`config.mk`:
```
export PLATFORM = sky130hd
export DESIGN_NAME = sync_fifo
export DESIGN_NICKNAME = d
export VERILOG_FILES = /design/src/hw/sync_fifo.sv
export SDC_FILE = /design/constraint.sdc
export NUM_CORES = 1
export LEC_CHECK = 0
export BUFFER_PORTS_ARGS = -buffer_cell sky130_fd_sc_hd__buf_2
export CORE_UTILIZATION = 49
export CTS_CLUSTER_SIZE = 10
export DETAILED_ROUTE_END_ITERATION = 10
export HOLD_SLACK_MARGIN = 0.1
export PLACE_DENSITY = 0.79
export SETUP_SLACK_MARGIN = 0.05
export SLEW_MARGIN = 40
export SYNTH_ARGS = -nofsm -noshare
export SYNTH_HDL_FRONTEND = slang
export SYNTH_SLANG_ARGS = --single-unit
```
`constraint.sdc`:
```
create_clock -name clock -period 2.4 [get_ports clock]
set_input_delay 0.36 -clock clock [delete_from_list [all_inputs] [get_ports clock]]
set_output_delay 0.36 -clock clock [all_outputs]
set_load 0.03 [all_outputs]
```
`src/hw/sync_fifo.sv`:
```
`timescale 1ns/1ps

module sync_fifo #(
  parameter int WIDTH = 8,
  parameter int DEPTH = 16
) (
  input  logic             clock,
  input  logic             reset,
  input  logic             in_valid_i,
  input  logic [WIDTH-1:0] in_data_i,
  input  logic             out_ready_i,
  output logic             in_ready_o,
  output logic             out_valid_o,
  output logic [WIDTH-1:0] out_data_o
);
  localparam int PTR_WIDTH = $clog2(DEPTH);

  logic [WIDTH-1:0]     mem [DEPTH];
  logic [PTR_WIDTH-1:0] wr_ptr;
  logic [PTR_WIDTH-1:0] rd_ptr;
  logic [PTR_WIDTH:0]   count;
  logic                 wr_en;
  logic                 rd_en;

  assign in_ready_o = (count != DEPTH);
  assign out_valid_o = (count != '0);
  assign wr_en = in_valid_i & in_ready_o;
  assign rd_en = out_valid_o & out_ready_i;
  assign out_data_o = mem[rd_ptr];

  always_ff @(posedge clock) begin
    if (reset) begin
      wr_ptr <= '0;
      rd_ptr <= '0;
      count <= '0;
    end else begin
      if (wr_en) begin
        wr_ptr <= wr_ptr + 1'b1;
      end
      if (rd_en) begin
        rd_ptr <= rd_ptr + 1'b1;
      end
      // Fill count only moves when one side transfers alone
      if (wr_en && !rd_en) begin
        count <= count + 1'b1;
      end else if (rd_en && !wr_en) begin
        count <= count - 1'b1;
      end
    end
  end

  always_ff @(posedge clock) begin
    if (wr_en) begin
      mem[wr_ptr] <= in_data_i;
    end
  end

  // A write into a full FIFO would push the count past DEPTH
  a_no_write_full: assert property (@(posedge clock) disable iff (reset)
    count <= DEPTH)
    else $error("Write into a full FIFO");

  // Pointers only meet when the FIFO is empty or full
  a_no_read_empty: assert property (@(posedge clock) disable iff (reset)
    (wr_ptr == rd_ptr) == (count == '0 || count == DEPTH))
    else $error("FIFO pointers disagree with the fill count");

endmodule

```
After elaboration in Yosys (flattened, before gate mapping)
Memory sizes are Yosys's and may differ from the RTL's. A register that Yosys moved wholly into a read port is not among the register bits.
Index checks and enable logic that the tools add are counted.
{ "word_totals": {"ff_bits": 13, "memories": 1, "out_inout_bits": 10, "ram_bits": 128, "word_cells": 23, "in_bits": 12} }
{ "memory_table": {"columns": ["memory", "words", "width", "read_ports", "rd_ports_with_merged_regs", "write_ports", "line_no", "source"], "rows": [
  ["mem", 16, 8, 1, 1, 1, "18", "logic [WIDTH-1:0] mem [DEPTH];"]
]} }
{ "op_classes": {"n_addsub": 4, "bitwise_logic": 2, "n_reduce_logical": 6, "n_eq_ne": 1, "mux": 6} }
{ "op_table": {"columns": ["op", "n"], "rows": [
  ["2-to-1 mux 5 bit", 2],
  ["adder 4 x 1 -> 4 bit (second input constant)", 2],
  ["2-to-1 mux 4 bit", 2],
  ["adder 5 x 1 -> 5 bit (second input constant)", 1],
  ["!= test 5 bit (second input constant)", 1],
  ["nonzero test 5 bit", 1],
  ["subtractor 5 x 1 -> 5 bit (second input constant)", 1],
  ["bitwise AND 1 bit", 2],
  ["logical AND 1 bit", 2],
  ["zero test 1 bit", 2],
  ["2-to-1 mux 1 bit", 2],
  ["nonzero test 2 bit", 1]
]} }

Longest topological paths before layout
{ "depth": {"word_depth": 6, "ltp_mapped": 9, "depth_no_buf": 9} }

Least setup slack after synthesis
OpenSTA, ideal clock, no wires.
{ "synth_path": {"path_kind": "reg2reg", "start": "reg count[0]", "end": "reg count[4]", "required_ns": 2.279, "path_buffers": 0, "setup_time_ns": 0.121, "stages_incl_launch_ff": 10, "arrival_ns": 2.434, "period_less_slack_ns": 2.554, "slack_ns": -0.154, "path_cell_list": "dfxtp_1 -> or4_4 -> o21ai_4 -> ha_1 -> inv_1 -> fa_1 -> nand3_1 -> a211oi_1 -> a31oi_1 -> mux2_2"} }
{ "synth_between": {"elab_chain_len": 5, "word_cells_on_any_way": 13, "classes_between": "2 x add/sub; 1 x eq/ne; 2 x mux; 2 x bitwise; 6 x reduce/logical"} }
{ "synth_lines": {"columns": ["item", "line_no", "source"], "rows": [
  ["start: declaration", "21", "logic [PTR_WIDTH:0] count;"],
  ["start signal: assignment", "45", "count <= count + 1'b1;"],
  ["start signal: assignment", "47", "count <= count - 1'b1;"],
  ["branches (longest 5 deep; another with subtractor 5 x 1 -> 5 bit)", null, null]
]} }
Several ways; the timed one is not identified. The select of a mux whose other input is x is not followed.
A chain may end at the register's enable or synchronous reset.

Worst setup path in the final report
{ "layout_path": {"start": "reg count[3]", "end": "reg count[3]"} }
Same word-level chain as after synthesis.

==> metrics.cfg <==
[run_status]
outcome = finished, violations left
failed_checks = negative setup slack

[power_and_ir_drop]
p_comb_share_pct = 31.0
intPower_uw = 5510
switching_share_pct = 30.2
power.switching_uw = 2380
peakVddDrop_mv = 0.881
power_frac_clock_pct = 30.9
leakagePower_uw = 0.00235
p_seq_share_pct = 38.1
total_power_uw = 7890
p_per_area_nw_per_um2 = 1120

[clock_tree]
cts_made_buffers = 17
numClockSinks = 145
cts_tree = yes
cts_buffer_depth = 2
cts.clk_slew.worst_paths_ns = 0.06
clockRootBuffer = clkbuf_16
postCtsHoldBufs = 0
clk-insertion-delay-late_ns = 0.41
cts_htree_levels = 4

[worst_setup_path]
arrival_ns = 2.70
cpLargestDelayFamily = simple AND/OR/NAND/NOR gates
max_stage_delay_ns = 0.55
reg2reg_depth = 9
path_cells = or4_4 > o21ai_4 > ha_4 > inv_6 > ha_1 > a21o_2 > a21oi_2 > nor4_1 > or3_1
rrSetupSlack_ns = -0.008
path_class = register to register
worstSetupEndpointType = register
critPathLaunchType = register
cp_max_fo = 5
path_depth = 9
cp_num_buf_inv = 1
critPathRequiredTime_ns = 2.70
cp_slowest_cell = or4_4

[sta]
rsz0062_at_grt = true
fin_ws_ns = -0.00787
final_max_slew_viol_count = 0
max_slew_margin_pct = 45.6
fin_worst_skew_ns = 0.00670
fin_crit_ns = 2.41
worst_pin_slew_ns = 0.812
fmax_mhz = 415
finalSetupViolations = 2
hold_viol_final = 0
finalCritPeriodShare_pct = 100

[drt]
avgViaCountPerCell = 5.83
dr.pass1.iters = 5
drtIter0Drc = 329
drc = 0
met2WireLength_um = 5870
wl_met1_um = 4650
dr_wl_met3_um = 758
vias = 3024
wire_per_inst_um = 22.3
ant_nets = 0
route.top_layer_used = met4
routed_wl_um = 11600

[synth]
synth_compound_area_share_pct = 3.97
yosysMostFrequentCell = edfxtp_1
yosys_warnings = 0
netlist_area_um2 = 5770
synth_fa_ha_area_share_pct = 2.30
synthTopCellsByArea = edfxtp_1, mux4_2, dfxtp_1
syn_area_per_cell_um2 = 18.7
ys.flop_type = edfxtp_1
synth_top_family_by_area = multiplexers
yosysTopAreaCell = edfxtp_1
synth_xor_area_share_pct = 1.21
synth_cell_types = 36
async_reset_ff_share_pct = 0
synth_top_area_share_pct = 66.6
syn_nets = 331
synth_edf_count = 128
muxShareOfSynthArea_pct = 13.2
synth_seq_area_share_pct = 72.5
synth_cells = 309
ys_ff_latch = 145
yosys-top-cells-count = edfxtp_1, mux4_2, nor2_1
synthSimpleGateAreaFrac_pct = 4.81

[placed_design]
place_congestion = 0.743
hpwl_um = 6640
port_buffers = 21

[run]
cap_violations = 0

[floorplan]
io_pins = 22
core_um2 = 11500
start_util_pct = 50.3
rows = 39
die_area_um2 = 12200
dieHeight_um = 111
die_w_um = 111

[final_layout]
drive_above_1_share_pct = 41.0
final_util_pct = 61.3
synthToLayoutAreaGrowth_pct = 21.8
nets = 386
n_antenna_cell = 0

[grt]
grtUsageTotal_pct = 19.9
gr-total-overflow = 0
antenna_found_initial = 0
grt_pass1_vias = 3124
grt_pass1_wl_um = 17600
grt_max_degree = 33

[min_path]
hold_path.class = input pin to register
holdPathStages = 2

-- through the flow --
stage	setup TNS (ns)	instance area (µm²)	hold slack [ns]	cells	setup slack (ns)
2_1_floorplan	-0.0442	5810	0.459	309	-0.0442
3_3_place_gp	0	6200	0.511	481	0.0358
3_5_place_dp	0	6200	0.518	481	0.0103
4_1_cts	0	6900	0.301	517	0.00482
5_1_grt	-0.598	7030	0.324	519	-0.109
6_report	-0.0147	7030	0.309	519	-0.00787
-- placed cells by master, fill, tap and decap left out, types with 7 or more instances in the layout --
cell type | Yosys | routed
edfxtp_1 | 128 | 128
mux4_2 | 32 | 32
nor2_1 | 30 | 23
buf_4 | 2 | 23
clkbuf_16 | 0 | 18
buf_2 | 1 | 17
dfxtp_1 | 17 | 15
nand2_1 | 15 | 14
a22oi_2 | 0 | 13
nor2_2 | 0 | 7
-- flip-flops by register name (all words and copies together) (netlist names), named ones only --
register  count
count         5
mem         128
wr_ptr        4
rd_ptr        4
-- power groups by stage --
stage | combinational (µW) | clock [µW] | sequential [µW]
5_1_grt | 2630 | 2560 | 3030
6_report | 2440 | 2440 | 3010
2_1_floorplan | 1500 | 0 | 3010
3_5_place_dp | 2030 | 0 | 3060
4_1_cts | 2280 | 2450 | 3000
3_3_place_gp | 1980 | 0 | 3040
-- kinds of logic after synthesis --
family / count (synthesis)
buffers and inverters: 20
adder cells (fa/ha/maj): 10
AND/OR/NAND/NOR: 62
AO/OA/AOI/OAI: 28
flip-flops: 145
XOR/XNOR: 8
multiplexers: 36
-- path summary, 6_finish.rpt --
path	startpoint	endpoint
max	count[3]	count[3]
max reg2reg	count[3]	count[3]
min	reset	count[2]
min reg2reg	rd_ptr[3]	register
-- area by class of cell --
class                      instances  area [µm²]
clock buffer                      17         425
clock inverter                    14         123
fill                             752        4440
inverter                           4        20.0
multi-input combinational        144        1620
sequential                       145        4190
tap                              143         179
timing repair buffer              52         469
-- layer usage --
| layer | global-route usage, % | up-vias |
|---|---|---|
| li1 | - | 1342 |
| met1 | 24.8 | 1527 |
| met2 | 33.5 | 129 |
| met3 | 4.77 | 26 |
| met4 | 8.36 | 0 |
| met5 | 0 | - |
-- timing repair --
| item | 4_1_cts | 5_1_grt |
|---|---|---|
| pin swaps | 2 | 10 |
| buffers inserted | 3 | 1 |
| hold endpoints to repair | 0 | 0 |
| gates resized for setup | 15 | 21 |
| endpoints found under the setup margin | 9 | 18 |
| cloned | 2 | 1 |
Note: power is estimated with default switching activity, not from simulation.
