File: src/hw/axi_wr_pkg.sv
package axi_wr_pkg;

  // AXI4 write channel widths
  localparam int ADDR_WIDTH = 32;
  localparam int DATA_WIDTH = 32;
  localparam int STRB_WIDTH = DATA_WIDTH / 8;
  localparam int ID_WIDTH = 4;
  localparam int LEN_WIDTH = 8;

  // Burst type and response codes
  localparam logic [1:0] BURST_INCR = 2'b01;
  localparam logic [1:0] RESP_OKAY = 2'b00;

  // AXI beats that make up one memory chunk
  localparam int BEATS_PER_CHUNK = 4;

endpackage

File: src/hw/sdram_cmd_pkg.sv
package sdram_cmd_pkg;

  // Address step of one memory write command
  localparam int CHUNK_BYTES = 16;

  // Buffer depths
  localparam int CMD_FIFO_DEPTH = 16;
  localparam int DATA_FIFO_DEPTH = 512;
  localparam int ID_FIFO_DEPTH = 8;

  // Command word is address, ID and seq flag
  localparam int CMD_WIDTH = axi_wr_pkg::ADDR_WIDTH + axi_wr_pkg::ID_WIDTH + 1;

endpackage

File: src/hw/burst_chunker.sv
`timescale 1ns/1ps

module burst_chunker (
  input  logic                              clock,
  input  logic                              reset,
  input  logic                              burst_valid_i,
  input  logic [axi_wr_pkg::ADDR_WIDTH-1:0] addr_i,
  input  logic [axi_wr_pkg::LEN_WIDTH-1:0]  len_i,
  input  logic [axi_wr_pkg::ID_WIDTH-1:0]   id_i,
  input  logic                              cmd_ready_i,
  output logic                              burst_ready_o,
  output logic                              cmd_valid_o,
  output logic [axi_wr_pkg::ADDR_WIDTH-1:0] cmd_addr_o,
  output logic [axi_wr_pkg::ID_WIDTH-1:0]   cmd_id_o,
  output logic                              cmd_seq_o
);
  import axi_wr_pkg::*;
  import sdram_cmd_pkg::*;

  logic [LEN_WIDTH:0] beats;
  logic [LEN_WIDTH:0] chunks;
  logic [LEN_WIDTH:0] remaining;

  // Up to 256 beats, so the beat count needs one extra bit
  assign beats = {1'b0, len_i} + 1'b1;
  assign chunks = beats >> $clog2(BEATS_PER_CHUNK);

  assign burst_ready_o = (remaining == '0);
  assign cmd_valid_o = !burst_ready_o;

  always_ff @(posedge clock) begin
    if (reset) begin
      remaining <= '0;
    end else if (burst_valid_i && burst_ready_o) begin
      remaining <= chunks;
    end else if (cmd_valid_o && cmd_ready_i) begin
      remaining <= remaining - 1'b1;
    end
  end

  // Current command, held while the command FIFO is full
  always_ff @(posedge clock) begin
    if (burst_valid_i && burst_ready_o) begin
      cmd_addr_o <= addr_i;
      cmd_id_o <= id_i;
      cmd_seq_o <= 1'b0;
    end else if (cmd_valid_o && cmd_ready_i) begin
      cmd_addr_o <= cmd_addr_o + CHUNK_BYTES;
      cmd_seq_o <= 1'b1;
    end
  end

  // A wrapped counter would exceed the chunk count of the longest burst
  a_no_wrap: assert property (@(posedge clock) disable iff (reset)
    cmd_valid_o |-> remaining <= (1 << LEN_WIDTH) / BEATS_PER_CHUNK)
    else $error("Chunk counter wrapped");

  // The capture FSM only offers a burst while the chunker is idle
  a_offer_idle: assert property (@(posedge clock) disable iff (reset)
    burst_valid_i |-> burst_ready_o)
    else $error("Burst offered while the chunker is busy");

endmodule

File: config.mk
export PLATFORM = sky130hd
export DESIGN_NAME = burst_chunker
export DESIGN_NICKNAME = d
export VERILOG_FILES = /design/src/hw/axi_wr_pkg.sv /design/src/hw/sdram_cmd_pkg.sv /design/src/hw/burst_chunker.sv
export SDC_FILE = /design/constraint.sdc
export NUM_CORES = 1
export LEC_CHECK = 0
export BUFFER_PORTS_ARGS = -buffer_cell sky130_fd_sc_hd__buf_2
export CORE_UTILIZATION = 30
export DETAILED_ROUTE_END_ITERATION = 8
export HOLD_SLACK_MARGIN = 0.05
export PLACE_DENSITY = 0.52
export SLEW_MARGIN = 10
export SYNTH_ARGS = -nofsm -noshare
export SYNTH_HDL_FRONTEND = slang
export SYNTH_SLANG_ARGS = --single-unit
File: constraint.sdc
create_clock -name clock -period 3 [get_ports clock]
set_clock_uncertainty 0.05 [all_clocks]
set_input_delay 0.6 -clock clock [delete_from_list [all_inputs] [get_ports clock]]
set_output_delay 0.6 -clock clock [all_outputs]
set_load 0.01 [all_outputs]
### Word-level counts from Yosys, hierarchy flattened

Index checks and enable logic that the tools add are counted.

* register bits: 46
* word-level logic and storage cells: 18
* input bits: 48

* add/sub/neg operators: 3
* multiplexer cells: 4
* reduce and logical (&&, ||, !) cells: 6

Operators with widths (count)
* $mux W32: 2
* $add A32 B5 Y32 const B: 1
* $mux W7: 2
* $add A8 B1 Y9 const B: 1
* $logic_not A9 Y1: 1
* $sub A9 B1 Y9 const B: 1
* $logic_and A1 B1 Y1: 2
* $reduce_bool A2 Y1: 1
* $reduce_or A2 Y1: 1
* $logic_not A1 Y1: 1

### Longest topological paths before layout

* word-level depth: 5
* mapped depth: 9
* mapped depth without buffers: 7

### Least setup slack after synthesis

No wires, ideal clock.

* kind: flip-flop to flip-flop
* start: reg remaining[0]
* end: reg cmd_addr_o[10] (netlist name) (enable)
* buffers on the path: 0
* setup time: 0.462 ns
* setup slack: 0.419 ns
* required time: 2.488 ns
* data arrival time: 2.069 ns
* cell stages (with the launch flop): 6
* cells stage by stage: dfxtp_1 -> inv_1 -> ha_1 -> or3b_2 -> o31ai_2 -> nand2_1

* cells in the longest elaborated chain, start to end: 4

RTL lines
* start: declaration: line burst_chunker.sv:22 `logic [LEN_WIDTH:0] remaining;`
* start signal: assignment: line burst_chunker.sv:35 `remaining <= chunks;`
* start signal: assignment: line burst_chunker.sv:37 `remaining <= remaining - 1'b1;`
* $logic_not A9 Y1 *: line burst_chunker.sv:28 `assign burst_ready_o = (remaining == '0);`
* $logic_not A1 Y1: line burst_chunker.sv:29 `assign cmd_valid_o = !burst_ready_o;`
* $logic_and A1 B1 Y1: line burst_chunker.sv:47 `end else if (cmd_valid_o && cmd_ready_i) begin`
* $reduce_bool A2 Y1 (no source line) *
* end signal: assignment: line burst_chunker.sv:44 `cmd_addr_o <= addr_i;`
* end signal: assignment: line burst_chunker.sv:48 `cmd_addr_o <= cmd_addr_o + CHUNK_BYTES;`
* end: declaration: line burst_chunker.sv:13 `output logic [axi_wr_pkg::ADDR_WIDTH-1:0] cmd_addr_o,`

Mark *: on every way between the ends. The rest lies on a longest branch, timed or not.
A chain may end at the register's enable or synchronous reset.

### Worst setup path in the final report

* start: reg remaining[0]
* end: out cmd_valid_o

* cells in the longest elaborated chain, start to end: 2

RTL lines
* $logic_not A9 Y1: line burst_chunker.sv:28
* $logic_not A1 Y1: line burst_chunker.sv:29
* end: declaration: line burst_chunker.sv:12 `output logic cmd_valid_o,`

Every way passes these cells.

==> flow_metrics.tcl <==
set metrics [dict create \
    grt_pass1_wl_mm 9.23 \
    p_total_uw 3610 \
    vias 2134 \
    grt.overflow.total 0 \
    start_util_pct 30.9 \
    syn_inst 254 \
    power_density_nw_per_um2 1120 \
    clockRootBuffer "clkbuf_8" \
    post_cts_resized 0 \
    avgSynthCellArea_sq_um 9.94 \
    ys.flop_type "edfxtp_1" \
    clock_path_buffers 2 \
    die_height_um 93.7 \
    clkTransAtPathRegs_ps 80 \
    ys_types 37 \
    crit_arrival_ps 1950 \
    hold_path.class "reg2reg" \
    synth-seq-cells 46 \
    finalCritPeriodShare_pct 86.8 \
    drt-initial-drc-count 96 \
    yosys_warnings 0 \
    htreeDepth 2 \
    routedLengthMet1_mm 2.94 \
    tns_ps 0 \
    max-vdd-ir-drop_mv 0.417 \
    rows 33 \
    die_x_um 93.7 \
    setup_viol 0 \
    io_buffers 86 \
    violations "DRC" \
    reg2reg_slack_ps 470 \
    antenna_cells 0 \
    clock_latency_ps 300 \
    worst_pin_slew_ps 525 \
    final_cell_mix "buf_2, edfxtp_1, nor2_1" \
    routedWlPerCell_um 13.0 \
    route.met2.wl_mm 2.54 \
    syn-num-nets 304 \
    layout_commonest_cell "buf_2" \
    crit_path_end_kind "output port" \
    maxSlewViolCount 0 \
    path_max_fanout 7 \
    numCtsBuffers 5 \
    drive_above_1_share_pct 31.9 \
    drc 2 \
    area_growth_syn_to_layout_pct 27.1 \
    ys_seq_area_share_pct 50.7 \
    ant_nets 0 \
    synth_edf_count 36 \
    highest_layer "met4" \
    tritoncts "built" \
    routed_wirelength_mm 5.90 \
    dp_hpwl_mm 4.37 \
    syn_area_sq_um 2520 \
    synth_async_sr_flop_share_pct 0 \
    antenna_found_initial 0 \
    period_minus_slack_ps 2600 \
    max_slew_margin_pct 64.5 \
    grt_pass1_vias 1888 \
    final_core_util_pct 39.2 \
    rsz0062_at_grt "false" \
    via_per_inst 4.71 \
    routabilityCongestion 0.794 \
    leakage_uw 0.00128 \
    nNetsFinal 397 \
    dieArea_sq_um 8790 \
    cts_num_sinks 46 \
    start_kind "register" \
    critical_path_class "reg2out" \
    outcome "complete, but fails checks" \
    core_area_sq_um 8180 \
    required_ps 2350 \
    post_cts_buffers 0 \
    max_cap_viol_count 0 \
    grt.total_usage_pct 13.7 \
    ios 87 \
    hold_viol 0 \
    fmax_ghz 0.384 \
    cts-hold-fix-buffers 0 \
    grt_max_degree 34 \
    drtPass1Iterations 6 \
    dr_wl_met3_um 353 \
]
==> critical path, stage by stage, from the launching register on <==
cell and delay (ps):
dfxtp_1 340, inv_1 90, ha_1 270, or3b_2 530, nor3_4 230, inv_1 60, buf_2 140
==> final timing paths <==
path	start	to	depth (start not counted)
min reg2reg	cmd_seq_o	cmd_seq_o	2
max reg2reg	remaining[0]	cmd_addr_o[28]	7
min	cmd_seq_o	cmd_seq_o	2
max	remaining[0]	cmd_valid_o	6
==> kinds of logic after synthesis <==
family / after synthesis / share of synthesized area [%]
mux: 1 / 0.396
compound gates: 45 / 10.1
simple gates: 110 / 22.7
fa+ha+maj: 2 / 0.991
buf+inv: 16 / 3.22
xor+xnor: 34 / 11.8
flops: 46 / 50.7
==> metrics by stage <==
| stage | cells | setup WS (ps) | instance area (sq um) | hold slack [ps] |
|---|---|---|---|---|
| floorplan | 254 | 419 | 2520 | 404 |
| global placement | 445 | 594 | 3090 | 384 |
| detailed placement | 445 | 469 | 3090 | 385 |
| CTS | 453 | 391 | 3210 | 404 |
| global route | 453 | 297 | 3210 | 406 |
| finish | 453 | 396 | 3210 | 412 |
==> cells in the mapped netlist, drive strengths merged (2+ instances only) <==
master / number / area (sq um)
xnor2: 13 / 114
o21ai: 16 / 80.1
a21oi: 21 / 105
nand3: 15 / 80.1
or3b: 2 / 17.5
clkbuf: 3 / 11.3
buf: 4 / 36.3
ha: 2 / 25.0
nand2: 27 / 101
xor2: 21 / 184
and2: 2 / 12.5
inv: 9 / 33.8
or4: 2 / 22.5
and3: 9 / 56.3
nor3: 3 / 26.3
o22ai: 3 / 18.8
dfxtp: 10 / 200
nor4: 7 / 50.1
nor2: 30 / 113
nand4: 9 / 62.6
edfxtp: 36 / 1080
==> sequential cells by signal, indices dropped and copies added (netlist names) <==
| signal | count |
|---|---|
| cmd_addr_o | 32 |
| cmd_id_o | 4 |
| cmd_seq_o | 1 |
| remaining | 9 |
==> where the power goes <==
part,switching (uW),leakage [uW],internal (uW)
clock network,210,0.0000585,272
logic,958,0.000789,673
registers,318,0.000428,1180
total,1490,0.00128,2120
==> final cells by class <==
cell class                 count  area (sq um)
inverter                       9          33.8
tap                          105           131
fill                         849          4970
clock buffer                   7          86.3
sequential                    46          1280
multi-input combinational    192          1160
timing repair buffer          93           483
clock inverter                 1          30.0
==> metal layers <==
layer	up-vias	global-route usage, %
li1	1100	-
met4	0	3.46
met2	61	20.3
met5	-	0
met1	967	19.7
met3	6	3.40
(Power assumes the default switching activity.)
