<file path="src/hw/axi_wr_pkg.sv">
package axi_wr_pkg;

  // AXI4 write channel widths
  localparam int ADDR_WIDTH = 32;
  localparam int DATA_WIDTH = 32;
  localparam int STRB_WIDTH = DATA_WIDTH / 8;
  localparam int ID_WIDTH = 4;
  localparam int LEN_WIDTH = 8;

  // Burst type and response codes
  localparam logic [1:0] BURST_INCR = 2'b01;
  localparam logic [1:0] RESP_OKAY = 2'b00;

  // AXI beats that make up one memory chunk
  localparam int BEATS_PER_CHUNK = 4;

endpackage

</file>
<file path="src/hw/write_capture_fsm.sv">
`timescale 1ns/1ps

module write_capture_fsm (
  input  logic                              clock,
  input  logic                              reset,
  input  logic                              axi_awvalid_i,
  input  logic [axi_wr_pkg::ADDR_WIDTH-1:0] axi_awaddr_i,
  input  logic [axi_wr_pkg::LEN_WIDTH-1:0]  axi_awlen_i,
  input  logic [1:0]                        axi_awburst_i,
  input  logic [axi_wr_pkg::ID_WIDTH-1:0]   axi_awid_i,
  input  logic                              axi_wvalid_i,
  input  logic [axi_wr_pkg::DATA_WIDTH-1:0] axi_wdata_i,
  input  logic [axi_wr_pkg::STRB_WIDTH-1:0] axi_wstrb_i,
  input  logic                              axi_wlast_i,
  input  logic                              burst_ready_i,
  input  logic                              id_ready_i,
  input  logic                              data_ready_i,
  output logic                              axi_awready_o,
  output logic                              axi_wready_o,
  output logic                              burst_valid_o,
  output logic                              wr_valid_o
);
  import axi_wr_pkg::*;

  localparam logic [1:0] ST_IDLE = 2'd0;
  localparam logic [1:0] ST_FILL = 2'd1;
  localparam logic [1:0] ST_BUSY = 2'd2;

  logic [1:0] state;
  logic       aw_en;
  logic       w_en;

  // Address is only taken when both the chunker and the ID FIFO can take it
  assign axi_awready_o = aw_en & burst_ready_i & id_ready_i;
  assign axi_wready_o = w_en & data_ready_i;
  assign burst_valid_o = axi_awvalid_i & axi_awready_o;
  assign wr_valid_o = axi_wvalid_i & axi_wready_o;

  always_ff @(posedge clock) begin
    if (reset) begin
      state <= ST_IDLE;
      aw_en <= 1'b0;
      w_en <= 1'b0;
    end else begin
      case (state)
        ST_IDLE: begin
          if (burst_valid_o) begin
            state <= ST_FILL;
            aw_en <= 1'b0;
            w_en <= 1'b1;
          end else begin
            aw_en <= 1'b1;
          end
        end
        ST_FILL: begin
          if (wr_valid_o && axi_wlast_i) begin
            w_en <= 1'b0;
            if (burst_ready_i && data_ready_i) begin
              state <= ST_IDLE;
              aw_en <= 1'b1;
            end else begin
              state <= ST_BUSY;
            end
          end
        end
        ST_BUSY: begin
          // Wait for the chunker to drain and for room in the data FIFO
          if (burst_ready_i && data_ready_i) begin
            state <= ST_IDLE;
            aw_en <= 1'b1;
          end
        end
        default: begin
          state <= ST_IDLE;
          aw_en <= 1'b0;
          w_en <= 1'b0;
        end
      endcase
    end
  end

  a_burst_incr: assert property (@(posedge clock) disable iff (reset)
    burst_valid_o |-> axi_awburst_i == BURST_INCR)
    else $error("Only INCR write bursts are supported");

  a_burst_len: assert property (@(posedge clock) disable iff (reset)
    burst_valid_o |-> axi_awlen_i[1:0] == 2'b11)
    else $error("Burst length is not a multiple of four beats");

  a_burst_align: assert property (@(posedge clock) disable iff (reset)
    burst_valid_o |-> axi_awaddr_i[3:0] == 4'h0)
    else $error("Burst address is not 16-byte aligned");

  // AXI source must hold a stalled request steady
  a_aw_stable: assert property (@(posedge clock) disable iff (reset)
    axi_awvalid_i && !axi_awready_o |=> axi_awvalid_i
      && $stable({axi_awaddr_i, axi_awlen_i, axi_awburst_i, axi_awid_i}))
    else $error("AW request changed before its handshake");

  a_w_stable: assert property (@(posedge clock) disable iff (reset)
    axi_wvalid_i && !axi_wready_o |=> axi_wvalid_i
      && $stable({axi_wdata_i, axi_wstrb_i, axi_wlast_i}))
    else $error("W beat changed before its handshake");

endmodule

</file>
<file path="config.mk">
export PLATFORM = sky130hd
export DESIGN_NAME = write_capture_fsm
export DESIGN_NICKNAME = d
export VERILOG_FILES = /design/src/hw/axi_wr_pkg.sv /design/src/hw/write_capture_fsm.sv
export SDC_FILE = /design/constraint.sdc
export NUM_CORES = 1
export LEC_CHECK = 0
export BUFFER_PORTS_ARGS = -buffer_cell sky130_fd_sc_hd__buf_2
export CAP_MARGIN = 0
export CORE_ASPECT_RATIO = 1.2
export CORE_MARGIN = 1
export CORE_UTILIZATION = 17
export CTS_CLUSTER_SIZE = 28
export DETAILED_ROUTE_END_ITERATION = 16
export PLACE_DENSITY = 0.88
export SLEW_MARGIN = 10
export SYNTH_ARGS = -nofsm -noshare
export SYNTH_HDL_FRONTEND = slang
export SYNTH_SLANG_ARGS = --single-unit
</file>
<file path="constraint.sdc">
create_clock -name clock -period 1.6 [get_ports clock]
set_input_delay 0.16 -clock clock [delete_from_list [all_inputs] [get_ports clock]]
set_output_delay 0.16 -clock clock [all_outputs]
set_load 0.01 [all_outputs]
</file>
# == Word-level counts from Yosys, hierarchy flattened ==
# Cells that the tools add are included.
# totals
regBits,4
output_inout_bits,4
# classes
reduce_logical,5
n_eq_ne,5
n_bitwise,6
mux,12
# ops
cell,n
$mux 2,4
$ne 2x2->1 const B,3
$pmux 1 s3,2
$pmux 2 s3,1
$reduce_and 3->1,2
$and 1x1->1,5
$mux 1,5
$eq 2x1->1 const B,1
$eq 2x2->1 const B,1
$logic_and 1x1->1,2
$logic_not 2->1,1
$not 1->1,1

# == Longest topological paths before layout ==
# logic_depth
ltp_word,5
depth_mapped,5
depth_no_buf,5

# == Worst setup path before layout ==
# OpenSTA, ideal clock, no wires.
# synth_path
path_type,register to register
from,reg state[0]
to,reg state[0]
setup_ns,0.114
path_stages_with_launch,6
synth_period_minus_slack_ns,1.452
required_ns,1.486
n_path_buf,0
arrival_ns,1.337
slack_ns,0.148
cell_sequence,dfxtp_1 > inv_1 > ha_1 > a222oi_1 > mux2i_1 > nor2_1
# synth_via
elab_chain_len,3
word_cells_on_any_way,8
cone_classes,5 x eq/ne; 1 x mux; 2 x reduce/logical
# synth_rtl
element,line_no,source
"start, declared",write_capture_fsm.sv:29,logic [1:0] state;
"start signal, assigned",write_capture_fsm.sv:41,state <= ST_IDLE;
"start signal, assigned",write_capture_fsm.sv:48,state <= ST_FILL;
"start signal, assigned",write_capture_fsm.sv:59,state <= ST_IDLE;
$eq 2x2->1 (tied with other cells),write_capture_fsm.sv:45,case (state)
$ne 2x2->1 (no line),n/a,
$reduce_and 3->1 (no line),n/a,
# Several ways; a longest one is shown, not always the timed one.
# A chain may end at the register's enable or synchronous reset.

# == Final worst setup path ==
# layout_path
from,reg state[1]
to,reg state[0]
# Same word-level chain as after synthesis.

==> flow_summary.ini <==
[route]
remaining_drc_errors = 0
dr.first_iter.drc_count = 8
vias = 309
antenna_left = 0
firstDrtPassIters = 4
wl_per_cell_um = 10.5
wl_um = 690
viasPerCell = 4.68

[synth]
synth_area_um2 = 292
synth_most_common_cell = ha_1
yosysTopAreaCell = dfxtp_1
async_flop_share_pct = 0
yosys_most_used_dff = dfxtp_1
avgSynthCellArea_um2 = 9.11
synth_edf_count = 0
yosys_warnings = 0
ys_top_cells_by_count = ha_1 (5), dfxtp_1 (4), inv_1 (3), nor2_1 (3)
ys_seq_area_share_pct = 27.5
synth.area.top_cells = dfxtp_1 (27%), ha_1 (21%), mux2i_1 (6.9%)
synth-seq-cells = 4
ys_types = 18
synth_cells = 32
synthesis.nets = 127
netlist.area_leader.share_pct = 27.5

[place]
gp_congestion = 0.772
dp_hpwl_um = 550
portBuffers = 11

[critical_path]
critPathKind = flip-flop to flip-flop
r2r_setup_slack_ns = 0.05
worstSetupEndpoint = state[0]
regToRegStartpoint = state[1]
worstPathRequired_ns = 1.72
crit_start = state[1]
cp_max_fo = 4
end_kind = flip-flop
critPathArrivalTime_ns = 1.67
r2r_end = state[0]
cp-start-kind = flip-flop
rr_worst_depth = 5

[cts]
cts_buffer_depth = 2
path_clk_slew_ns = 0.04
cts_tree = yes
clkLatencyLatePin_ns = 0.24
cts-root-buf = clkbuf_4
htree_levels = 1
cts_buffers = 3
clock-sinks = 4

[timing]
tightest_slew_ns = 0.482
finalCritPeriodShare_pct = 96.8
drv_slew = 0
fin_tns_setup_ns = 0
setup-violations-final = 0
finalCriticalPeriod_ns = 1.55
hold_violations = 0
fmaxAchievable_ghz = 0.646
slew_headroom_pct = 67.9
clock_skew_ns = 0.00959

[floorplanning]
die_h_um = 47.4
coreArea_mm2 = 0.00162
io_pins = 94
fp.dieW_um = 39.8
die_area_mm2 = 0.00188
start_util_pct = 18.0
rows = 16

[grt]
grt_pass1_wl_um = 931
grt_pass1_vias = 242
grt.total_usage_pct = 8.05
antenna_found_initial = 0
grt_max_degree = 6
grt_overflow_total = 0

[layout]
fillers = 164
area_delta_synth_final_pct = 42.9
drive_above_1_share_pct = 43.8
multi_input_area_um2 = 209
num-nets-final = 145
n_antenna_cell = 0
seqCellArea_um2 = 81.3

[pwr]
ir_drop_mv = 0.586
p_leak_nw = 0.208
p_total_w = 0.000633
powerDensity_mw_per_mm2 = 1520

[outcome]
status = finished, final reports clean

[run]
max_cap_violations = 0

[worst_hold_path]
hp-class = input port to flip-flop
==> worst max-delay path: stages (launching register included) <==
cell	delay (ns)
dfxtp_1	0.34
inv_1	0.09
ha_2	0.20
a222oi_1	0.50
mux2i_1	0.25
nor2_1	0.05
==> per-layer routing <==
layer	share of wire, %	vias up	GRT usage (%)
met1	38	138	9.12
met2	51	17	10.2
met3	8.7	2	5.69
met5	0	-	0
li1	-	152	-
met4	2.0	0	6.21
==> cell families (layout without fill, tap and decap cells) <==
family	Yosys count	count (layout)	synth area share, %
AO/OA/AOI/OAI	7	7	17.6
AND/OR/NAND/NOR	11	11	22.8
flip-flops	4	4	27.5
multiplexers	2	2	6.87
buffers and inverters	3	19	3.86
adder cells (fa/ha/maj)	5	5	21.5
==> power breakdown <==
group / internal [W] / switching [W] / leakage, nW / total (W)
Sequential: 0.000143 / 0.0000355 / 0.0333 / 0.000179
Clock: 0.0000842 / 0.0000463 / 0.0138 / 0.000131
Combinational: 0.000169 / 0.000155 / 0.161 / 0.000324
Total: 0.000396 / 0.000236 / 0.208 / 0.000633
==> cell usage in the layout, fill, tap and decap left out, types with 2 or more instances in the layout <==
master / synthesis / layout
nand2_1: 2 / 2
clkbuf_4: 0 / 3
mux2i_1: 2 / 2
nor2_1: 3 / 3
a21oi_1: 2 / 2
inv_1: 3 / 3
buf_4: 0 / 2
dfxtp_1: 4 / 3
ha_1: 5 / 4
buf_2: 0 / 11
==> worst min path at each step <==
| stage | start | end | slack [ns] | cells after the start |
|---|---|---|---|---|
| after floorplan | reset | state[0] | 0.23 | 1 |
| after global placement | reset | state[0] | 0.39 | 2 |
| after detailed placement | reset | state[0] | 0.41 | 2 |
| after CTS | reset | w_en | 0.15 | 2 |
| after global routing | reset | state[0] | 0.16 | 2 |
| final | reset | w_en | 0.16 | 2 |
==> flip-flops by register name (all words and copies together), names as in the netlist <==
| register | cells |
|---|---|
| aw_en | 1 |
| state | 2 |
| w_en | 1 |
==> area by class of cell <==
class | instances | area share (%)
clock buffer | 3 | 5.41
inverter | 3 | 2.70
multi-input combinational | 25 | 50.2
sequential | 4 | 19.5
tap | 18 | 5.41
timing repair buffer | 13 | 16.8
==> per-stage QoR <==
stage	hold slack (ns)	instances	util [%]	worst slack [ns]	instance area, µm²
floorplan	0.232	32	-	0.148	292
global placement	0.389	62	23.2	0.112	377
detailed placement	0.409	62	23.2	0.00724	377
CTS	0.147	65	24.6	0.00314	399
global route	0.162	66	25.7	-0.0239	417
finish	0.157	66	25.7	0.0516	417
==> timing repair <==
action / in CTS / in global routing
setup endpoints to repair: 0 / 3
hold buffers: 0 / 0
buffers inserted: 0 / 1
endpoints found under the hold margin: 0 / 0
gates resized for setup: 0 / 3
No activity file was read; power rests on OpenSTA's default activity.
