[src/hw/axi_wr_pkg.sv]
package axi_wr_pkg;

  // AXI4 write channel widths
  localparam int ADDR_WIDTH = 32;
  localparam int DATA_WIDTH = 32;
  localparam int STRB_WIDTH = DATA_WIDTH / 8;
  localparam int ID_WIDTH = 4;
  localparam int LEN_WIDTH = 8;

  // Burst type and response codes
  localparam logic [1:0] BURST_INCR = 2'b01;
  localparam logic [1:0] RESP_OKAY = 2'b00;

  // AXI beats that make up one memory chunk
  localparam int BEATS_PER_CHUNK = 4;

endpackage

[src/hw/sdram_cmd_pkg.sv]
package sdram_cmd_pkg;

  // Address step of one memory write command
  localparam int CHUNK_BYTES = 16;

  // Buffer depths
  localparam int CMD_FIFO_DEPTH = 16;
  localparam int DATA_FIFO_DEPTH = 512;
  localparam int ID_FIFO_DEPTH = 8;

  // Command word is address, ID and seq flag
  localparam int CMD_WIDTH = axi_wr_pkg::ADDR_WIDTH + axi_wr_pkg::ID_WIDTH + 1;

endpackage

[src/hw/write_response.sv]
`timescale 1ns/1ps

module write_response (
  input  logic                            clock,
  input  logic                            reset,
  input  logic                            done_i,
  input  logic                            id_valid_i,
  input  logic [axi_wr_pkg::ID_WIDTH-1:0] id_i,
  input  logic                            axi_bready_i,
  output logic                            id_ready_o,
  output logic                            axi_bvalid_o,
  output logic [1:0]                      axi_bresp_o,
  output logic [axi_wr_pkg::ID_WIDTH-1:0] axi_bid_o
);
  import axi_wr_pkg::*;
  import sdram_cmd_pkg::*;

  logic [$clog2(ID_FIFO_DEPTH):0] pending;
  logic                           load;

  // Next response loads when one is pending or finishing now and B is free
  assign load = (pending != '0 || done_i) && (!axi_bvalid_o || axi_bready_i);
  assign id_ready_o = load;
  assign axi_bresp_o = RESP_OKAY;

  always_ff @(posedge clock) begin
    if (reset) begin
      pending <= '0;
      axi_bvalid_o <= 1'b0;
    end else begin
      if (done_i && !load) begin
        pending <= pending + 1'b1;
      end else if (load && !done_i) begin
        pending <= pending - 1'b1;
      end
      if (load) begin
        axi_bvalid_o <= 1'b1;
      end else if (axi_bready_i) begin
        axi_bvalid_o <= 1'b0;
      end
    end
  end

  always_ff @(posedge clock) begin
    if (load) begin
      axi_bid_o <= id_i;
    end
  end

  // Every finished packet has its ID queued since the AW handshake
  a_id_present: assert property (@(posedge clock) disable iff (reset)
    done_i |-> id_valid_i)
    else $error("Packet finished with no queued write ID");

endmodule

[config.mk]
export PLATFORM = sky130hd
export DESIGN_NAME = write_response
export DESIGN_NICKNAME = d
export VERILOG_FILES = /design/src/hw/axi_wr_pkg.sv /design/src/hw/sdram_cmd_pkg.sv /design/src/hw/write_response.sv
export SDC_FILE = /design/constraint.sdc
export NUM_CORES = 1
export LEC_CHECK = 0
export ABC_AREA = 1
export ABC_CLOCK_PERIOD_IN_PS = 3540
export BUFFER_PORTS_ARGS = -buffer_cell sky130_fd_sc_hd__buf_4
export CAP_MARGIN = 20
export CORE_AREA = 8 8 45 47
export CTS_BUF_LIST = sky130_fd_sc_hd__clkbuf_8
export DETAILED_ROUTE_END_ITERATION = 6
export DIE_AREA = 0 0 53 55
export GPL_TIMING_DRIVEN = 0
export PLACE_DENSITY = 0.7
export SYNTH_ARGS = -nofsm -noshare
export SYNTH_HDL_FRONTEND = slang
export SYNTH_SLANG_ARGS = --single-unit
[constraint.sdc]
create_clock -name clock -period 3.54 [get_ports clock]
set_input_delay 0.177 -clock clock [delete_from_list [all_inputs] [get_ports clock]]
set_output_delay 0.177 -clock clock [all_outputs]
set_load 0.01 [all_outputs]
* After elaboration in Yosys (flattened, before gate mapping)
Index checks and enable logic that the tools add are counted.
Word-level totals: register bits 9, word-level logic and storage cells 20
Cells by class: add/sub/neg operators 2, muxes and demuxes 4, reduce and logical (&&, ||, !) cells 11
Operators with widths (number):
- 4-bit two-way mux | 2
- 4-bit by 1-bit adder with 4-bit output (second input constant) | 1
- 2-bit nonzero test | 2
- 4-bit nonzero test | 1
- 4-bit by 1-bit subtractor with 4-bit output (second input constant) | 1
- 1-bit logical AND | 3
- 1-bit logical NOT | 3
- 1-bit logical OR | 2
- 1-bit two-way mux | 2

* Logic depth before layout (Yosys ltp)
Gate-level depths: netlist of the first run.
word-level depth 6, mapped depth 13, mapped depth without buffers 13

* Worst setup path before layout of the first run
OpenSTA, ideal clock, no wires.
kind register -> register, from register pending[1], to register pending[3], data arrival time 1.698 ns, data required time 3.431 ns, slack 1.733 ns, stages on the path, launching flop included 12, path buffers 0, cell sequence dfxtp_1 -> nor3_1 -> nand3_1 -> o21ai_0 -> ha_1 -> inv_1 -> ha_1 -> or2_1 -> nand3_1 -> nand3_1 -> nand2_1 -> inv_1
On the way: word-level cells in the longest chain between the ends 6, elaborated cells between the ends (all ways) 11, those cells by class add/sub: 2; mux: 2; reduce/logical: 7
Ends and longest elaborated chain:
- from (decl) | RTL line write_response.sv:18 | logic [$clog2(ID_FIFO_DEPTH):0] pending;
- from (signal assigned) | RTL line write_response.sv:32 | pending <= pending + 1'b1;
- from (signal assigned) | RTL line write_response.sv:34 | pending <= pending - 1'b1;
- branches (longest 6 deep; another with 4-bit by 1-bit subtractor with 4-bit output)
Several ways; the timed one is not identified. The select of a mux whose other input is x is not followed. A chain may end at the register's enable or synchronous reset.

* Worst setup path after layout of the first run
Same ends and word-level chain as after synthesis.

==> results of run 1 <==
==> state kept, by name (all words and copies together), names as in the netlist <==
name / count
axi_bvalid_o: 1
pending: 4
axi_bid_o: 4
==> area by class of cell <==
cell class | count | area (um2) | area share (%)
timing repair buffer | 13 | 97.6 | 15.6
clock buffer | 3 | 41.3 | 6.60
buffer | 2 | 15.0 | 2.40
multi-input combinational | 34 | 190 | 30.4
clock inverter | 1 | 3.75 | 0.600
sequential | 9 | 220 | 35.2
inverter | 10 | 37.5 | 6.00
tap | 16 | 20.0 | 3.20
==> cells by family after synthesis <==
family                     after synthesis  synth area share (%)
AOI/OAI and AO/OA                        6                  6.54
xor gates and xnor gates                 1                  1.91
adders and majority gates                4                  12.5
buffers and inverters                   12                  11.4
DFF                                      9                  48.0
other                                    1                 0.817
and+or+nand+nor                         21                  18.8
==> per-layer routing <==
metal  up-vias  global-route usage [%]  share of wire (%)
li1        202                       -                  -
met1       161                    6.75                 36
met2        15                    10.7                 42
met3         5                    6.95                 17
met4         0                    7.76                4.8
met5         -                       0                  0
==> path summary, 6_finish.rpt <==
check,startpoint,endpoint,slack [ns],cells after the start
max reg2reg,pending[1]$_SDFFE_PP0P_,pending[3]$_SDFFE_PP0P_,1.58,11
min reg2reg,pending[0]$_SDFFE_PP0P_,pending[0]$_SDFFE_PP0P_,0.52,2
max,pending[1]$_SDFFE_PP0P_,pending[3]$_SDFFE_PP0P_,1.58,11
min,id_i[0],axi_bid_o[0]$_DFFE_PP_,0.12,1
==> critical path, cell delays in order, from the launching register on <==
cell	delay, ns
dfxtp_1	0.34
nor3_1	0.20
nand3_1	0.11
o21ai_0	0.13
ha_1	0.21
inv_1	0.10
ha_1	0.31
or2_1	0.23
nand3_1	0.08
nand3_1	0.07
nand2_1	0.05
inv_1	0.03
==> cell usage in the layout, fill, tap and decap left out, drive strengths merged <==
cell / Yosys / final
a21oi: 4 / 4
inv: 10 / 11
conb: 1 / 2
dfxtp: 5 / 5
or2: 1 / 1
nor2: 4 / 4
nand3: 3 / 3
nor3: 1 / 1
buf: 2 / 15
nand2: 12 / 12
o21ai: 2 / 2
xor2: 1 / 1
clkbuf: 0 / 3
ha: 3 / 3
fa: 1 / 1
edfxtp: 4 / 4
==> synthesized netlist by cell type <==
library cell,number
a21oi_1,4
buf_4,2
conb_1,1
dfxtp_1,5
edfxtp_1,4
fa_1,1
ha_1,3
inv_1,10
nand2_1,12
nand3_1,3
nor2_1,4
nor3_1,1
o21ai_0,2
or2_1,1
xor2_1,1
==> report_power, final <==
| part | total, mW | switching (mW) | leakage (nW) | internal (mW) |
|---|---|---|---|---|
| clock | 0.116 | 0.0407 | 0.0269 | 0.0755 |
| sequential | 0.176 | 0.0248 | 0.0817 | 0.151 |
| combinational | 0.230 | 0.127 | 0.212 | 0.103 |
==> per-stage QoR <==
step / hold slack (ns) / setup WS (ns) / std cells / utilization [%]
floorplan: 0.246 / 1.73 / 55 / -
finish: 0.117 / 1.58 / 88 / 45.2
CTS: 0.109 / 1.54 / 88 / 45.2
detailed placement: 0.356 / 1.54 / 84 / 42.0
global placement: 0.356 / 1.55 / 84 / 42.0
global route: 0.103 / 1.33 / 88 / 45.2
==> impl_metrics.env, run 1 <==
export IMPL_status="completed"
export IMPL_drc=0
export IMPL_grt_max_degree=7
export IMPL_synth_top_area_cell="edfxtp_1"
export IMPL_report_final_slew_viol_count=0
export IMPL_coreArea_um2=1380
export IMPL_postSynthAreaPerCell_um2=8.50
export IMPL_netlist_instances=54
export IMPL_hold_violations=0
export IMPL_ys_seq_elements=9
export IMPL_crit_path_end_kind="register"
export IMPL_nNetsFinal=86
export IMPL_die_w_um=53
export IMPL_clkTransAtPathRegs_ns=0.04
export IMPL_post_cts_repair_setup_buffers=0
export IMPL_fmax_ghz=0.510
export IMPL_synth_top_area_share_pct=26.2
export IMPL_grt_pass1_wl_um=1520
export IMPL_antenna_found_initial=0
export IMPL_vias=383
export IMPL_dpl_cell_area_um2=581
export IMPL_wl_per_cell_um=10.0
export IMPL_setup_worst_path_start_class="register"
export IMPL_clock_latency_ns=0.23
export IMPL_hpwl_um=721
export IMPL_critical_path_class="register to register"
export IMPL_antenna_cells=0
export IMPL_ctsHoldBuffers=0
export IMPL_portBuffers=13
export IMPL_final_area_um2=626
export IMPL_viasPerCell=4.35
export IMPL_routed_wl_um=882
export IMPL_io_pin_count=17
export IMPL_power_density_nw_per_um2=835
export IMPL_rows=14
export IMPL_htreeDepth=1
export IMPL_drt_iter0_drc=5
export IMPL_dieArea_um2=2920
export IMPL_synthDistinctLibCells=15
export IMPL_drive_above_1_share_pct=25.0
export IMPL_synth_area_leaders="edfxtp_1 (26%), dfxtp_1 (22%), nand2_1 (9.8%)"
export IMPL_clockRootBuffer="clkbuf_8"
export IMPL_setup_viol=0
export IMPL_rsz0062_at_grt="no"
export IMPL_skew_ns=0.000261
export IMPL_ys_warn_count=0
export IMPL_clock_path_buffers=2
export IMPL_required_ns=3.67
export IMPL_fillers=128
export IMPL_overflow=0
export IMPL_gp_congestion=0.772
export IMPL_cts_num_sinks=9
export IMPL_layout_min_cycle_time_ns=1.96
export IMPL_finalPower_mw=0.522
export IMPL_first_pass_iters=5
export IMPL_hp_class="input pin to register"
export IMPL_cp_arrival_ns=2.09
export IMPL_tns_ns=0
export IMPL_drv_cap=0
export IMPL_grt_pass1_vias=387
export IMPL_yosysSeqAreaShare_pct=48.0
export IMPL_area_delta_synth_final_pct=36.2
export IMPL_cp_max_fo=4
export IMPL_p_leak_nw=0.321
export IMPL_die_h_um=55
export IMPL_ir_drop_uv=301
export IMPL_cts_resized_gates=0
export IMPL_start_util_pct=33.2
export IMPL_cts_tree="done"
export IMPL_period_share_pct=55.4
export IMPL_cts_buffers=3
export IMPL_drtAntennaViolNets=0
export IMPL_synthesis_area_um2=459
export IMPL_track_usage_pct=7.84
Power figures use the tool's default switching activity.
==> run 2, diff against run 1 <==
- ABC_CLOCK_PERIOD_IN_PS: 3540 -> 1900
- clock period: 3.54 -> 1.9 ns (I/O delays scaled with it)
==> impl_metrics.env, run 2 (same netlist as run 1, synthesis figures left out) <==
export IMPL_fmax_ghz=0.549
export IMPL_drt_iter0_drc=10
export IMPL_antenna_cells=0
export IMPL_crit_path_end_kind="register"
export IMPL_clkTransAtPathRegs_ns=0.04
export IMPL_hold_violations=0
export IMPL_cts_buffers=3
export IMPL_htreeDepth=1
export IMPL_io_pin_count=17
export IMPL_largestRegisters="axi_bid_o (4), pending (4), axi_bvalid_o (1)"
export IMPL_cp_common_cell="buf_4"
export IMPL_report_final_slew_viol_count=0
export IMPL_final_cells=96
export IMPL_hp_class="input pin to register"
export IMPL_skew_ns=0.00122
export IMPL_dpl_cell_area_um2=581
export IMPL_setup_viol=0
export IMPL_grt_max_degree=7
export IMPL_overflow=0
export IMPL_drv_cap=0
export IMPL_dp_cells=84
export IMPL_p_leak_nw=0.360
export IMPL_slowest_stage="dfxtp_2"
export IMPL_layout_common_cells="buf_4 (23), nand2_1 (12), inv_1 (10)"
export IMPL_cp_arrival_ns=1.96
export IMPL_worstPathCellList="nor3_4 -> nand3_2 -> buf_4 -> buf_4 -> buf_4 -> buf_4 -> buf_4 -> buf_4 -> buf_4 -> buf_4 -> nor2_2 -> nor2_1"
export IMPL_setup_worst_path_start_class="register"
export IMPL_vias=429
export IMPL_hpwl_um=721
export IMPL_die_h_um=55
export IMPL_dieArea_um2=2920
export IMPL_layout_min_cycle_time_ns=1.82
export IMPL_required_ns=2.03
export IMPL_area_delta_synth_final_pct=58.0
export IMPL_drive_above_1_share_pct=43.8
export IMPL_status="completed"
export IMPL_finalPower_mw=1.17
export IMPL_grt_pass1_wl_um=1800
export IMPL_fillers=120
export IMPL_grt_pass1_vias=433
export IMPL_worstPathBufferInverterCount=8
export IMPL_nNetsFinal=94
export IMPL_cp_top_family="buffers and inverters"
export IMPL_final_common_cell="buf_4"
export IMPL_drtAntennaViolNets=0
export IMPL_ir_drop_uv=684
export IMPL_power_density_nw_per_um2=1610
export IMPL_cts_tree="done"
export IMPL_track_usage_pct=9.27
export IMPL_antenna_found_initial=0
export IMPL_viasPerCell=4.47
export IMPL_clock_latency_ns=0.24
export IMPL_rsz0062_at_grt="yes"
export IMPL_wl_per_cell_um=11.0
export IMPL_routed_wl_um=1060
export IMPL_gp_congestion=0.772
export IMPL_die_w_um=53
export IMPL_coreArea_um2=1380
export IMPL_first_pass_iters=4
export IMPL_portBuffers=13
export IMPL_drc=0
export IMPL_rows=14
export IMPL_max_stage_delay_ns=0.33
export IMPL_start_util_pct=33.2
export IMPL_cts_num_sinks=9
export IMPL_final_area_um2=726
export IMPL_fin_util_pct=52.4
export IMPL_clockRootBuffer="clkbuf_8"
export IMPL_period_share_pct=95.9
export IMPL_clock_path_buffers=2
export IMPL_cp_max_fo=3
export IMPL_critical_path_class="register to register"
-- run 2: changes by cell type in the layout (fill, tap and decap cells not counted), sizes merged --
cell,before,now
buf,15,23
-- run 2: worst reg2reg max path: stages, from the launching register on --
cell,delay (ns)
dfxtp_2,0.33
nor3_4,0.17
nand3_2,0.11
buf_4,0.15
buf_4,0.12
buf_4,0.12
buf_4,0.12
buf_4,0.12
buf_4,0.12
buf_4,0.11
buf_4,0.12
nor2_2,0.07
nor2_1,0.04
-- run 2: final timing paths --
check | cells after the start | slack, ns | startpoint | to
max | 12 | 0.08 | pending[3]$_SDFFE_PP0P_ | axi_bvalid_o$_SDFFE_PP0P_
min | 1 | 0.03 | id_i[0] | axi_bid_o[0]$_DFFE_PP_
max reg2reg | 12 | 0.08 | pending[3]$_SDFFE_PP0P_ | axi_bvalid_o$_SDFFE_PP0P_
min reg2reg | 2 | 0.52 | pending[0]$_SDFFE_PP0P_ | pending[0]$_SDFFE_PP0P_
-- run 2: layout make-up --
type                            count  area (um2)  area share (%)
Clock inverter                      1        3.75           0.517
Timing Repair Buffer               21         158            21.7
Sequential cell                     9         223            30.7
Buffer                              2        15.0            2.07
Clock buffer                        3        41.3            5.69
Tap cell                           16        20.0            2.76
Multi-Input combinational cell     34         228            31.4
Inverter                           10        37.5            5.17
-- run 2: per-layer routing --
| layer | vias to the layer above | wire length [um] | global-route usage [%] |
|---|---|---|---|
| met5 | - | 0 | 0 |
| met4 | 0 | 42 | 7.76 |
| met3 | 5 | 157 | 6.95 |
| met2 | 17 | 497 | 14.1 |
| met1 | 187 | 359 | 8.13 |
| li1 | 220 | - | - |
-- run 2: power by group --
part,internal (mW),switching [mW]
Clock,0.141,0.0787
Sequential,0.288,0.0648
Combinational,0.311,0.287
Total,0.740,0.431
-- run 2: through the flow --
stage               setup TNS (ns)  worst slack (ns)  hold WS (ns)
floorplan                        0            0.0928         0.164
global placement            -0.130           -0.0869         0.274
detailed placement          -0.153           -0.0997         0.274
CTS                              0           0.00647        0.0274
global route               -0.0205           -0.0205        0.0210
finish                           0            0.0787        0.0333
-- run 2: what timing repair did --
action / CTS / global route
hold buffers: 0 / 0
pin swaps: 2 / 2
resized for setup: 6 / 6
setup endpoints to repair: 2 / 4
setup buffers: 8 / 0
gates cloned: 0 / 0
==> run 3, diff against run 2 <==
- ABC_AREA: 1 -> default
==> impl_metrics.env, run 3 <==
export IMPL_synth_top_area_cell="edfxtp_1"
export IMPL_worstHoldPathCells=1
export IMPL_drive_above_1_share_pct=56.3
export IMPL_ir_drop_uv=910
export IMPL_synthArstFlopShare_pct=0
export IMPL_ys_seq_elements=9
export IMPL_nNetsFinal=78
export IMPL_cp_max_fo=3
export IMPL_cts_buffers=3
export IMPL_final_area_um2=719
export IMPL_clkTransAtPathRegs_ns=0.05
export IMPL_area_delta_synth_final_pct=59.3
export IMPL_yosysSeqAreaShare_pct=48.8
export IMPL_drt_iter0_drc=5
export IMPL_overflow=0
export IMPL_routed_wl_um=1040
export IMPL_regToRegSetupSlack_ns=-0.44
export IMPL_top_layer_used="met3"
export IMPL_skew_ns=0.00366
export IMPL_route_met2_wl_um=511
export IMPL_synth_commonest_cells="nor2_1 (7), dfxtp_1 (5), edfxtp_1 (4)"
export IMPL_required_ns=2.01
export IMPL_drv_cap=0
export IMPL_dp_cells=70
export IMPL_multi_input_area_um2=255
export IMPL_rsz0062_at_grt="yes"
export IMPL_layout_common_cells="buf_4 (20), nor2_1 (7), edfxtp_1 (4), dfxtp_1 (4), clkbuf_8 (3)"
export IMPL_hold_violations=0
export IMPL_netlist_instances=40
export IMPL_period_share_pct=123
export IMPL_drc=0
export IMPL_vias=377
export IMPL_register_area_um2=224
export IMPL_r2r_cells=9
export IMPL_fillers=127
export IMPL_synth_top_area_share_pct=26.6
export IMPL_first_pass_iters=4
export IMPL_cts_num_sinks=9
export IMPL_min_to="axi_bid_o[3]$_DFFE_PP_"
export IMPL_ys_flop_type="dfxtp_1"
export IMPL_grt_pass1_vias=407
export IMPL_p_leak_nw=0.311
export IMPL_cp_arrival_ns=2.45
export IMPL_track_usage_pct=7.81
export IMPL_crit_path_end_kind="register"
export IMPL_cts_tree="done"
export IMPL_synth_edf_count=4
export IMPL_clock_path_buffers=2
export IMPL_fin_ws_ns=-0.440
export IMPL_die_w_um=53
export IMPL_hpwl_um=736
export IMPL_dieArea_um2=2920
export IMPL_power_density_nw_per_um2=1730
export IMPL_start_util_pct=32.6
export IMPL_timing_rr_start="pending[1]$_SDFFE_PP0P_"
export IMPL_met1Wirelength_um=398
export IMPL_max_stage_delay_ns=0.53
export IMPL_htreeDepth=1
export IMPL_setup_viol=3
export IMPL_grt_max_degree=7
export IMPL_holdCritStartpoint="id_i[3]"
export IMPL_coreArea_um2=1380
export IMPL_r2r_end="pending[3]$_SDFFE_PP0P_"
export IMPL_yosysMostFrequentCell="nor2_1"
export IMPL_clockRootBuffer="clkbuf_8"
export IMPL_antenna_cells=0
export IMPL_largestRegisters="axi_bid_o (4), pending (4), axi_bvalid_o (1)"
export IMPL_final_cells=80
export IMPL_final_common_cell="buf_4"
export IMPL_rows=14
export IMPL_met3_length_um=127
export IMPL_antenna_found_initial=0
export IMPL_synthesis_area_um2=452
export IMPL_postSynthAreaPerCell_um2=11.3
export IMPL_violations="setup timing"
export IMPL_io_pin_count=17
export IMPL_setup_worst_path_start_class="register"
export IMPL_portBuffers=13
export IMPL_synthDistinctLibCells=22
export IMPL_clock_latency_ns=0.23
export IMPL_viasPerCell=4.71
export IMPL_tns_ns=-1.16
export IMPL_wl_per_cell_um=13.0
export IMPL_drtAntennaViolNets=0
export IMPL_slowest_stage="or4_4"
export IMPL_cp_common_cell="ha_4"
export IMPL_critical_path_class="register to register"
export IMPL_ys_warn_count=0
export IMPL_fmax_ghz=0.427
export IMPL_layout_min_cycle_time_ns=2.34
export IMPL_hp_class="input pin to register"
export IMPL_report_final_slew_viol_count=0
export IMPL_dpl_cell_area_um2=596
export IMPL_gp_congestion=0.694
export IMPL_worstPathCellList="or4_4 -> o21ai_4 -> ha_4 -> inv_4 -> ha_4 -> a21oi_4 -> a211oi_2 -> a31oi_1 -> mux2_1"
export IMPL_die_h_um=55
export IMPL_status="finished with violations"
export IMPL_grt_pass1_wl_um=1660
export IMPL_synth_area_leaders="edfxtp_1 (27%), dfxtp_1 (22%), ha_1 (8.3%)"
## run 3: cell types whose count changed after synthesis, moves of 2 or more
cell and delta:
inv_1 -9, nand2_1 -12, nand3_1 -2, nor2_1 +3, o21ai_0 -2
## run 3: how the worst max path moves through the flow
stage,from,endpoint,slack [ns]
CTS,pending[1]$_SDFFE_PP0P_,pending[3]$_SDFFE_PP0P_,-0.47
global route,pending[1]$_SDFFE_PP0P_,pending[3]$_SDFFE_PP0P_,-0.52
floorplan,pending[1]$_SDFFE_PP0P_,pending[3]$_SDFFE_PP0P_,-0.38
detailed placement,pending[1]$_SDFFE_PP0P_,pending[3]$_SDFFE_PP0P_,-0.54
finish,pending[1]$_SDFFE_PP0P_,pending[3]$_SDFFE_PP0P_,-0.44
global placement,pending[1]$_SDFFE_PP0P_,pending[3]$_SDFFE_PP0P_,-0.50
## run 3: repair_timing
action / CTS / global route
gates resized for setup: 7 / 0
setup buffers: 5 / 1
pin swaps: 5 / 4
hold buffers: 0 / 0
setup endpoints to repair: 3 / 3
## run 3: cell families (layout without fill, tap and decap cells)
| kind of cell | Yosys count | count (layout) | share of synthesized area, % |
|---|---|---|---|
| compound gates | 6 | 6 | 11.1 |
| mux | 2 | 2 | 4.71 |
| simple gates | 11 | 11 | 12.2 |
| flops | 9 | 9 | 48.8 |
| other cells | 1 | 2 | 0.830 |
| fa+ha+maj | 4 | 4 | 12.7 |
| xor+xnor | 2 | 2 | 3.88 |
| buf+inv | 5 | 28 | 5.81 |
## run 3: power by group
part	switching (mW)	internal [mW]	total, mW	leakage (nW)
logic	0.308	0.363	0.670	0.202
clock network	0.0718	0.140	0.212	0.0269
registers	0.0688	0.292	0.361	0.0822
total	0.448	0.795	1.24	0.311
## run 3: metrics by stage
step | setup slack, ns | total power [mW] | utilization (%) | hold slack [ns]
floorplan | -0.384 | 0.738 | - | 0.160
global placement | -0.504 | 0.863 | 43.0 | 0.273
detailed placement | -0.536 | 0.884 | 43.0 | 0.277
CTS | -0.471 | 1.23 | 51.4 | 0.0409
global route | -0.517 | 1.33 | 52.0 | 0.0388
finish | -0.440 | 1.24 | 52.0 | 0.0447
## run 3: worst max-delay path: cells and delay by family, from the launching register on
family | cells | cell delay [ns]
mux | 1 | 0.33
buf+inv | 1 | 0.04
simple gates | 1 | 0.53
flops | 1 | 0.34
fa+ha+maj | 2 | 0.40
compound gates | 4 | 0.59
## run 3: cell type report
cell class / instances / share of cell area, %
inverters: 2 / 1.39
repair buffers: 19 / 20.3
clock inverters: 1 / 0.522
flip-flops and latches: 9 / 31.1
multi-input cells: 27 / 35.5
well taps: 16 / 2.78
clock buffers: 3 / 5.74
plain buffers: 3 / 2.61
## run 3: routing by layer
| metal | vias up | global-route usage [%] |
|---|---|---|
| met3 | 0 | 3.21 |
| li1 | 181 | - |
| met5 | - | 0 |
| met2 | 14 | 13.1 |
| met1 | 182 | 7.88 |
| met4 | 0 | 5.17 |
